--- config.mk ---
export PLATFORM = sky130hd
export DESIGN_NAME = exec_core
export DESIGN_NICKNAME = d
export VERILOG_FILES = /design/src/hdl/rv_pkg.sv /design/src/hdl/exec_core.sv /design/src/hdl/alu_exec.sv /design/src/hdl/reg_file.sv /design/src/hdl/instr_decoder.sv
export VERILOG_INCLUDE_DIRS = /design/src /design/src/hdl
export SDC_FILE = /design/constraint.sdc
export NUM_CORES = 2
export LEC_CHECK = 0
export BUFFER_PORTS_ARGS = -buffer_cell sky130_fd_sc_hd__buf_4
export CAP_MARGIN = 20
export CELL_PAD_IN_SITES_DETAIL_PLACEMENT = 1
export CELL_PAD_IN_SITES_GLOBAL_PLACEMENT = 2
export CORE_MARGIN = 10
export CORE_UTILIZATION = 50
export CTS_CLUSTER_SIZE = 8
export DETAILED_ROUTE_END_ITERATION = 10
export PLACE_DENSITY = 0.95
export SLEW_MARGIN = 40
export SYNTH_ARGS = -nofsm -noshare
export SYNTH_HDL_FRONTEND = slang
export SYNTH_SLANG_ARGS = --single-unit
--- constraint.sdc ---
create_clock -name clk -period 17.81 [get_ports clk]
set_clock_uncertainty 0.15 [all_clocks]
set_input_delay 2.6715 -clock clk [delete_from_list [all_inputs] [get_ports clk]]
set_output_delay 2.6715 -clock clk [all_outputs]
set_load 0.02 [all_outputs]
--- src/hdl/rv_macros.svh ---
`ifndef RV_MACROS_SVH
`define RV_MACROS_SVH

////////////////////////////////////////
// Core dimensions
////////////////////////////////////////

// Data word width of one RV32I register
`define XLEN 32

// Architectural register count including x0
`define REG_COUNT 32

// Register address width as log2 of the count
`define REG_AW 5

////////////////////////////////////////
// Instruction field widths
////////////////////////////////////////

// Register field width in the instruction word
`define RV_REG_FIELD 5

`endif
--- src/hdl/rv_pkg.sv ---
`include "rv_macros.svh"

package rv_pkg;

    ////////////////////////////////////////
    // ALU operations
    ////////////////////////////////////////

    // One code per supported operation
    typedef enum logic [2:0] {
        aluAdd = 3'd0,
        aluSub = 3'd1,
        aluAnd = 3'd2,
        aluOr  = 3'd3,
        aluXor = 3'd4,
        aluSlt = 3'd5,
        aluSll = 3'd6,
        aluSrl = 3'd7
    } aluOpT;

    ////////////////////////////////////////
    // Pipeline payloads
    ////////////////////////////////////////

    // Decoder to execute
    typedef struct packed {
        logic                valid;
        aluOpT               aluOp;
        logic [`REG_AW-1:0]  rs1;
        logic [`REG_AW-1:0]  rs2;
        logic [`REG_AW-1:0]  rd;
        logic                useImm;
        logic [`XLEN-1:0]    imm;       // Sign-extended I-immediate
        logic                regWrite;  // Low when rd is x0
    } decodedT;

    // Execute to register file and top-level result
    typedef struct packed {
        logic                valid;
        logic                regWrite;
        logic [`REG_AW-1:0]  rd;
        logic [`XLEN-1:0]    data;
    } wbT;

endpackage

--- src/hdl/exec_core.sv ---
`include "rv_macros.svh"

module exec_core (
    input  logic             clk,
    input  logic             rstN,
    input  logic             instrValid,
    input  logic [`XLEN-1:0] instr,
    output rv_pkg::wbT       result,
    output logic             illegalInstr
);

    import rv_pkg::*;

    ////////////////////////////////////////
    // Interconnect
    ////////////////////////////////////////

    decodedT            dec;
    wbT                 wb;
    logic [`REG_AW-1:0] rs1Addr;
    logic [`REG_AW-1:0] rs2Addr;
    logic [`XLEN-1:0]   rs1Data;
    logic [`XLEN-1:0]   rs2Data;

    ////////////////////////////////////////
    // Stages
    ////////////////////////////////////////

    // Producer, one instruction per strobe
    instr_decoder u_decoder (
        .clk          (clk),
        .rstN         (rstN),
        .instrValid   (instrValid),
        .instr        (instr),
        .dec          (dec),
        .illegalInstr (illegalInstr)
    );

    // Architectural state, written from wb
    reg_file u_regFile (
        .clk     (clk),
        .rstN    (rstN),
        .rs1Addr (rs1Addr),
        .rs2Addr (rs2Addr),
        .rs1Data (rs1Data),
        .rs2Data (rs2Data),
        .wb      (wb)
    );

    // Consumer with one-level forwarding
    alu_exec u_aluExec (
        .clk     (clk),
        .rstN    (rstN),
        .dec     (dec),
        .rs1Addr (rs1Addr),
        .rs2Addr (rs2Addr),
        .rs1Data (rs1Data),
        .rs2Data (rs2Data),
        .wb      (wb)
    );

    // Result is the writeback as seen by the register file
    assign result = wb;

endmodule

--- src/hdl/alu_exec.sv ---
`include "rv_macros.svh"

module alu_exec (
    input  logic               clk,
    input  logic               rstN,
    input  rv_pkg::decodedT    dec,
    output logic [`REG_AW-1:0] rs1Addr,
    output logic [`REG_AW-1:0] rs2Addr,
    input  logic [`XLEN-1:0]   rs1Data,
    input  logic [`XLEN-1:0]   rs2Data,
    output rv_pkg::wbT         wb
);

    import rv_pkg::*;

    ////////////////////////////////////////
    // Operand fetch
    ////////////////////////////////////////

    // Register file lookup straight from decoded sources
    assign rs1Addr = dec.rs1;
    assign rs2Addr = dec.rs2;

    logic             fwd1;
    logic             fwd2;
    logic [`XLEN-1:0] src1;
    logic [`XLEN-1:0] src2;
    logic [`XLEN-1:0] opA;
    logic [`XLEN-1:0] opB;

    // Older instruction in wb writes at the coming edge
    // regWrite already excludes x0
    assign fwd1 = wb.valid && wb.regWrite && (wb.rd == dec.rs1);
    assign fwd2 = wb.valid && wb.regWrite && (wb.rd == dec.rs2);

    assign src1 = fwd1 ? wb.data : rs1Data;
    assign src2 = fwd2 ? wb.data : rs2Data;

    // Immediate replaces rs2 for ADDI
    assign opA = src1;
    assign opB = dec.useImm ? dec.imm : src2;

    ////////////////////////////////////////
    // Compute
    ////////////////////////////////////////

    logic [`XLEN-1:0] aluOut;

    always_comb begin
        case (dec.aluOp)
            aluAdd:  aluOut = opA + opB;
            aluSub:  aluOut = opA - opB;
            aluAnd:  aluOut = opA & opB;
            aluOr:   aluOut = opA | opB;
            aluXor:  aluOut = opA ^ opB;
            // Signed compare, result is 0 or 1
            aluSlt:  aluOut = {{(`XLEN-1){1'b0}}, ($signed(opA) < $signed(opB))};
            // Shift amount from low 5 bits only
            aluSll:  aluOut = opA << opB[4:0];
            aluSrl:  aluOut = opA >> opB[4:0];
            default: aluOut = '0;
        endcase
    end

    ////////////////////////////////////////
    // Writeback register
    ////////////////////////////////////////

    always_ff @(posedge clk or negedge rstN) begin
        if (!rstN) begin
            wb <= '0;
        end else begin
            wb.valid    <= dec.valid;
            wb.regWrite <= dec.valid && dec.regWrite;
            wb.rd       <= dec.rd;
            wb.data     <= aluOut;
        end
    end

endmodule

--- src/hdl/reg_file.sv ---
`include "rv_macros.svh"

module reg_file (
    input  logic               clk,
    input  logic               rstN,
    input  logic [`REG_AW-1:0] rs1Addr,
    input  logic [`REG_AW-1:0] rs2Addr,
    output logic [`XLEN-1:0]   rs1Data,
    output logic [`XLEN-1:0]   rs2Data,
    input  rv_pkg::wbT         wb
);

    import rv_pkg::*;

    ////////////////////////////////////////
    // Storage
    ////////////////////////////////////////

    // Storage for x1..x31 only
    logic [`XLEN-1:0] regs [1:`REG_COUNT-1];

    logic             wrEn;

    // Write strobe from the writeback stage
    assign wrEn = wb.valid && wb.regWrite;

    always_ff @(posedge clk or negedge rstN) begin
        if (!rstN) begin
            // Architectural state cleared
            for (int i = 1; i < `REG_COUNT; i++) begin
                regs[i] <= '0;
            end
        end else if (wrEn) begin
            regs[wb.rd] <= wb.data;
        end
    end

    ////////////////////////////////////////
    // Read ports
    ////////////////////////////////////////

    // Combinational reads with x0 hardwired to zero
    always_comb begin
        if (rs1Addr == '0) begin
            rs1Data = '0;
        end else begin
            rs1Data = regs[rs1Addr];
        end
    end

    always_comb begin
        if (rs2Addr == '0) begin
            rs2Data = '0;
        end else begin
            rs2Data = regs[rs2Addr];
        end
    end

endmodule

--- src/hdl/instr_decoder.sv ---
`include "rv_macros.svh"

module instr_decoder (
    input  logic              clk,
    input  logic              rstN,
    input  logic              instrValid,
    input  logic [`XLEN-1:0]  instr,
    output rv_pkg::decodedT   dec,
    output logic              illegalInstr
);

    import rv_pkg::*;

    ////////////////////////////////////////
    // Encodings
    ////////////////////////////////////////

    // Major opcodes
    localparam logic [6:0] OpReg = 7'b0110011;
    localparam logic [6:0] OpImm = 7'b0010011;

    // funct7 variants
    localparam logic [6:0] F7Base = 7'b0000000;
    localparam logic [6:0] F7Alt  = 7'b0100000;

    ////////////////////////////////////////
    // Field extraction
    ////////////////////////////////////////

    logic [6:0]              opcode;
    logic [2:0]              funct3;
    logic [6:0]              funct7;
    logic [`RV_REG_FIELD-1:0] rdField;
    logic [`RV_REG_FIELD-1:0] rs1Field;
    logic [`RV_REG_FIELD-1:0] rs2Field;

    assign opcode   = instr[6:0];
    assign rdField  = instr[11:7];
    assign funct3   = instr[14:12];
    assign rs1Field = instr[19:15];
    assign rs2Field = instr[24:20];
    assign funct7   = instr[31:25];

    ////////////////////////////////////////
    // Decode
    ////////////////////////////////////////

    logic    legal;
    decodedT decNext;

    always_comb begin
        legal          = 1'b0;
        decNext        = '0;
        decNext.rs1    = rs1Field;
        decNext.rs2    = rs2Field;
        decNext.rd     = rdField;
        // I-immediate, sign bit replicated up
        decNext.imm    = {{(`XLEN-12){instr[31]}}, instr[31:20]};
        decNext.aluOp  = aluAdd;
        case (opcode)
            OpReg: begin
                legal = 1'b1;
                case (funct3)
                    3'b000: begin
                        // ADD and SUB share funct3
                        if (funct7 == F7Alt) decNext.aluOp = aluSub;
                        else decNext.aluOp = aluAdd;
                        legal = (funct7 == F7Base) || (funct7 == F7Alt);
                    end
                    3'b001: decNext.aluOp = aluSll;
                    3'b010: decNext.aluOp = aluSlt;
                    3'b100: decNext.aluOp = aluXor;
                    3'b101: decNext.aluOp = aluSrl;
                    3'b110: decNext.aluOp = aluOr;
                    3'b111: decNext.aluOp = aluAnd;
                    default: legal = 1'b0;  // SLTU not supported
                endcase
                // Non-ADD/SUB ops only accept base funct7
                if (funct3 != 3'b000 && funct7 != F7Base) legal = 1'b0;
            end
            OpImm: begin
                // ADDI only
                legal          = (funct3 == 3'b000);
                decNext.useImm = 1'b1;
                decNext.rs2    = '0;  // Field holds immediate bits
            end
            default: legal = 1'b0;
        endcase
        decNext.regWrite = (rdField != '0);
        decNext.valid    = instrValid && legal;
    end

    ////////////////////////////////////////
    // Output register
    ////////////////////////////////////////

    always_ff @(posedge clk or negedge rstN) begin
        if (!rstN) begin
            dec          <= '0;
            illegalInstr <= 1'b0;
        end else begin
            dec          <= decNext;
            // One-cycle pulse, no dec.valid alongside
            illegalInstr <= instrValid && !legal;
        end
    end

endmodule

# After elaboration in Yosys (flattened, before gate mapping)

Cells that the tools add are included.

Bitwise logic cells: 6
Shift operators: 2
Equal/unequal tests: 18
Multiplexer cells: 23
$lt $le $gt $ge: 5
Reduce and logical (&&, ||, !) cells: 19
Add/subtract/negate cells: 2

Operators by type and width:

| cell                                                             | count |
|---|---|
| 992-bit bitwise mux                                              | 1 |
| 32-bit binary-select mux with 5-bit select                       | 2 |
| 32-bit two-way mux                                               | 10 |
| 32-bit case mux with 8 select lines                              | 1 |
| 32-bit demux with 5-bit select                                   | 1 |
| 32-bit adder                                                     | 1 |
| 32-bit AND                                                       | 1 |
| 32-bit less-than comparator                                      | 1 |
| 32-bit OR                                                        | 1 |
| 32-bit by 5-bit left shift with 32-bit output                    | 1 |
| 32-bit by 5-bit >> shifter with 32-bit output                    | 1 |
| 32-bit subtractor                                                | 1 |
| 32-bit XOR                                                       | 1 |
| 3-bit == test (second input constant)                            | 8 |
| 3-bit case mux with 7 select lines                               | 1 |
| 6-bit greater-or-equal comparator (second input constant)        | 3 |
| 5-bit NOT with 6-bit output                                      | 3 |
| 7-bit by 6-bit == test with 1-bit output (second input constant) | 2 |
| 5-bit == test                                                    | 2 |
| 5-bit zero test                                                  | 2 |
| 3-bit by 2-bit == test with 1-bit output (second input constant) | 3 |
| 1-bit logical AND                                                | 8 |
| 7-bit by 5-bit == test with 1-bit output (second input constant) | 1 |
| 7-bit zero test                                                  | 1 |
| other kinds (13)                                                 | 18 |

Bits of input ports: 35
Flip-flop bits (word level): 1065
Output and inout port bits: 40

# Longest topological paths before layout

Word-level depth: 9
Gate-level depth with buffers: 25
Mapped depth without buffers: 21

# Hierarchy

Synthesis repeated with hierarchy kept, for this count alone.

Cells, all modules: 5576
Area, all modules: 66133.4 µm²

Modules (own cells, without submodules):

| module        | instances | area each (µm²) | cells an instance |
|---|---|---|---|
| reg_file      | 1         | 53319.9         | 3809 |
| alu_exec      | 1         | 11587.4         | 1682 |
| instr_decoder | 1         | 1226.2          | 85 |

# Worst setup path after synthesis

No wires, ideal clock.

Kind: reg2reg
Start point: register, netlist name u_decoder.dec[40]
End point: register, netlist name u_aluExec.wb[26]
Required time: 17.536 ns
Stages on the path, launching flop included: 23
Arrival time: 6.100 ns
Path slack: 11.436 ns
Path through: dfrtp_1 -> buf_2 -> buf_1 -> clkbuf_1 -> clkbuf_1 -> buf_1 -> mux4_2 -> mux4_2 -> mux2i_1 -> a21oi_1 -> mux2_2 -> ha_1 -> clkbuf_1 -> a2111oi_0 -> o21ai_0 -> a221oi_1 -> o21ai_0 -> a2111o_1 -> a31o_2 -> a21oi_1 -> a2bb2oi_1 -> xnor2_1 -> a211o_1

Cells in the longest elaborated chain, start to end: 9
Elaborated cells on any way between the ends: 18
Those cells by class: add/sub (2); eq/ne (1); shift (2); mux (7); bitwise (4); reduce/logical (2)

RTL lines:

| item                                                  | RTL line       | RTL |
|---|---|---|
| 5-bit NOT with 6-bit output (not written as such)     | reg_file.sv:55 | `rs2Data = regs[rs2Addr];` |
| 32-bit binary-select mux with 5-bit select            | reg_file.sv:55 |  |
| 32-bit two-way mux (not written as such) (2 in a row) | reg_file.sv:55 |  |
| 32-bit two-way mux                                    | reg_file.sv:52 | `if (rs2Addr == '0) begin` |
| 32-bit two-way mux *                                  | alu_exec.sv:37 | `assign src2 = fwd2 ? wb.data : rs2Data;` |
| 32-bit two-way mux *                                  | alu_exec.sv:41 | `assign opB = dec.useImm ? dec.imm : src2;` |
| 32-bit subtractor (tied with other cells)             | alu_exec.sv:52 | `aluSub: aluOut = opA - opB;` |
| 32-bit case mux with 8 select lines *                 | alu_exec.sv:50 | `case (dec.aluOp)` |
| named net u_aluExec.aluOut[26]                        | alu_exec.sv:47 | `` logic [`XLEN-1:0] aluOut; `` |

The timed path passes the listed nets; every way through them passes the cells marked *. The select of a mux whose other input is x is not followed.
A chain may end at the register's enable or synchronous reset.

# Worst setup path in the final report

Start point: register, netlist name u_decoder.dec[44]
End point: register, netlist name u_aluExec.wb[31]

Cells in the longest elaborated chain, start to end: 8
Elaborated cells on any way between the ends: 17
Those cells by class: add/sub (2); eq/ne (1); shift (2); mux (6); bitwise (4); reduce/logical (2)

RTL lines:

| item                                                  | RTL line       | RTL |
|---|---|---|
| 5-bit NOT with 6-bit output (not written as such)     | reg_file.sv:47 | `rs1Data = regs[rs1Addr];` |
| 32-bit binary-select mux with 5-bit select            | reg_file.sv:47 |  |
| 32-bit two-way mux (not written as such) (2 in a row) | reg_file.sv:47 |  |
| 32-bit two-way mux                                    | reg_file.sv:44 | `if (rs1Addr == '0) begin` |
| 32-bit two-way mux *                                  | alu_exec.sv:36 | `assign src1 = fwd1 ? wb.data : rs1Data;` |
| 32-bit subtractor (tied with other cells)             | alu_exec.sv:52 |  |
| 32-bit case mux with 8 select lines *                 | alu_exec.sv:50 |  |
| named net u_aluExec.aluOut[31]                        | alu_exec.sv:47 |  |

Marks and branches as above.

==> reports/qor.csv <==
metric,value,unit
outcome,"finished, final reports clean",
max_slew.worst_pin.slew,1.17,ns
num-nets-final,5049,
first_iter_violations,7612,
gp_congestion,1.01,
r2r_cells,18,
synth_top_area_frac,0.415,
yosysSeqAreaShare,0.415,
synth_top_family_by_area,multiplexers,
synth_compound_area_frac,0.0763,
initial_core_util,0.503,
yosys_warnings,0,
overflow,0,
stdcell_area,0.0709,mm2
globalRouteTotalUtil,0.375,
grt_antenna_before_repair,16,
routedWlPerCell,41.1,um
setup_viol,0,
dieHeight,378,um
drc,0,
cts_root_buf,clkbuf_16,
routed_wl,272000,um
synthCells,4990,
cts_tree,yes,
synthMuxAreaShare,0.393,
whs,0.199,ns
num_rows,131,
cts.sinks,1065,
drive_gt1_frac,0.407,
synthTopCellsByArea,"dfrtp_1 42%, mux2_2 18%, mux4_2 16%",
clk_pin_slew,0.05,ns
yosys.area.top_type,dfrtp_1,
die_w,378,um
end_kind,register,
synth_xor_area_frac,0.00517,
rsz0062_at_grt,no,
cts_buffers,153,
post_dp_cell_area,0.0665,mm2
post_cts_buffers,0,
critical-path-slowest-cell,a32o_1,
drv_slew,0,
layout_commonest_cell,dfrtp_1,
power.leakage,0.0323,uW
critPathRequiredTime,18.34,ns
post-route-period-util,0.477,
ios,75,
slew-limit-headroom,0.221,
syn_avg_cell_area,12.9,um2
grt_pass1_wl,394000,um
synthesis.area,0.0642,mm2
totalNegativeSetupSlack,0,ns
portBuffers,74,
ys.flop_type,dfrtp_1,
dp_hpwl,155000,um
syn_nets,5124,
grt_max_degree,106,
synthAdderAreaFrac,0.0197,
vias,50700,
antenna_left,0,
holdPathStages,0,
layout_common_cells,"1053 x dfrtp_1, 1022 x mux2_2, 470 x mux4_2, 257 x mux2i_1, 253 x nand2_1",
irDropWorstVdd,107,uV
start_kind,register,
grt_pass1_vias,54300,
ctsResizeCount,0,
power_density,84.3,mW/mm2
criticalPathCategory,register to register,
crit_top_cell,buf_4,
ctsHoldBuffers,0,
clk_latency,0.80,ns
timing.fmax,0.118,GHz
worstPathArrival,9.02,ns
area_growth,10.4,%
synth-simple-area-share,0.0492,
cts_max_path_buffers,3,
yosysUniqueCellTypes,102,
async_reset_ff_frac,1.00,
critPathMaxFanout,41,
finalHoldViolations,0,
fin_crit,8.50,ns
ys_ff_latch,1065,
max-cap-violations,0,
via_per_inst,7.66,
synth-edff-count,0,
cts_max_level,4,
core_area,0.128,mm2
cp_cell_sequence,"buf_4, buf_4, xnor2_2, nand2_1, or2_1, and2_1, a32o_1, ha_1, a211oi_1, o211ai_1, o21ai_1, o221ai_1, a21oi_1, a21boi_0, o21a_1, o31ai_1, mux2_2, a221o_1",
dr.pass1.iters,9,
cpPeakStageDelay,0.83,ns
hold_path.class,register to register,
total_power,5970,uW
die-area,0.143,mm2
final timing paths:
path                                                         to  slack, ns                        start
worst min-delay path                 u_aluExec.wb[33]$_DFF_PN0_       0.20  u_decoder.dec[35]$_DFF_PN0_
worst max register to register       u_aluExec.wb[31]$_DFF_PN0_       9.31  u_decoder.dec[44]$_DFF_PN0_
worst min register to register       u_aluExec.wb[33]$_DFF_PN0_       0.20  u_decoder.dec[35]$_DFF_PN0_
worst max-delay path                 u_aluExec.wb[31]$_DFF_PN0_       9.31  u_decoder.dec[44]$_DFF_PN0_
min in group asynchronous       u_regFile.regs[295]$_DFFE_PN0P_       1.52                         rstN
max in group asynchronous           u_decoder.dec[49]$_DFF_PN0_      13.25                         rstN
sequential cells by signal, summed over array words and instances, names as in the netlist:
name	flops
u_aluExec.wb	39
u_decoder.dec	33
u_decoder.illegalInstr	1
u_regFile.regs	992
per-stage QoR:
stage          instances  setup WS (ns)  utilization
4_1_cts             6602           9.49        0.554
6_report            6611           9.31        0.556
2_1_floorplan       4990          11.44            -
5_1_grt             6608           9.22        0.556
3_3_place_gp        6406           9.60        0.518
3_5_place_dp        6418           9.64        0.521
cells in the mapped netlist (30+ instances only):
library cell  count
nor2_1          205
mux4_2          470
o21ai_0         204
mux2_2         1022
a21oi_1         137
o211ai_1         34
nor3_1           41
o22ai_1          37
a22oi_1          43
mux2i_1         260
ha_1             97
buf_2            63
nand3_1          44
nand2_1         269
a221oi_1         30
buf_1            33
nor2b_1          34
clkbuf_1        318
inv_1           108
dfrtp_1        1065
layout make-up:
class | count | area [um2]
Inverter | 115 | 433
Timing Repair Buffer | 239 | 2240
Tap cell | 1662 | 2080
Sequential cell | 1065 | 26700
Multi-Input combinational cell | 3341 | 35200
Antenna cell | 5 | 12.5
Clock inverter | 11 | 136
Clock buffer | 173 | 4080
Fill cell | 12200 | 56700
where the power goes:
part           switching, uW  internal (uW)
Combinational            547            220
Clock                   1130           1610
Sequential              29.3           2440
routing by layer:
| metal | global-route usage | routed length [um] | share of wire | up-vias |
|---|---|---|---|---|
| met4 | 0.288 | 24600 | 0.091 | 14 |
| met5 | 0.00539 | 84 | 0.00031 | - |
| li1 | - | - | - | 18700 |
| met1 | 0.446 | 93600 | 0.34 | 26200 |
| met2 | 0.554 | 120000 | 0.44 | 4261 |
| met3 | 0.136 | 33600 | 0.12 | 1499 |
worst max-delay path, delay by kind of cell (launching register included):
family	cells	cell delay, ns
DFF	1	0.80
xor gates and xnor gates	1	0.11
and+or+nand+nor	3	1.53
muxes	1	0.38
AOI/OAI and AO/OA	10	3.52
buffers and inverters	2	1.29
adders and majority gates	1	0.47
logic make-up after synthesis:
kind of cell               Yosys count
muxes                             1773
xor gates and xnor gates            37
AOI/OAI and AO/OA                  728
and+or+nand+nor                    703
DFF                               1065
adders and majority gates          100
buffers and inverters              584
Note: power is estimated with default switching activity, not from simulation.
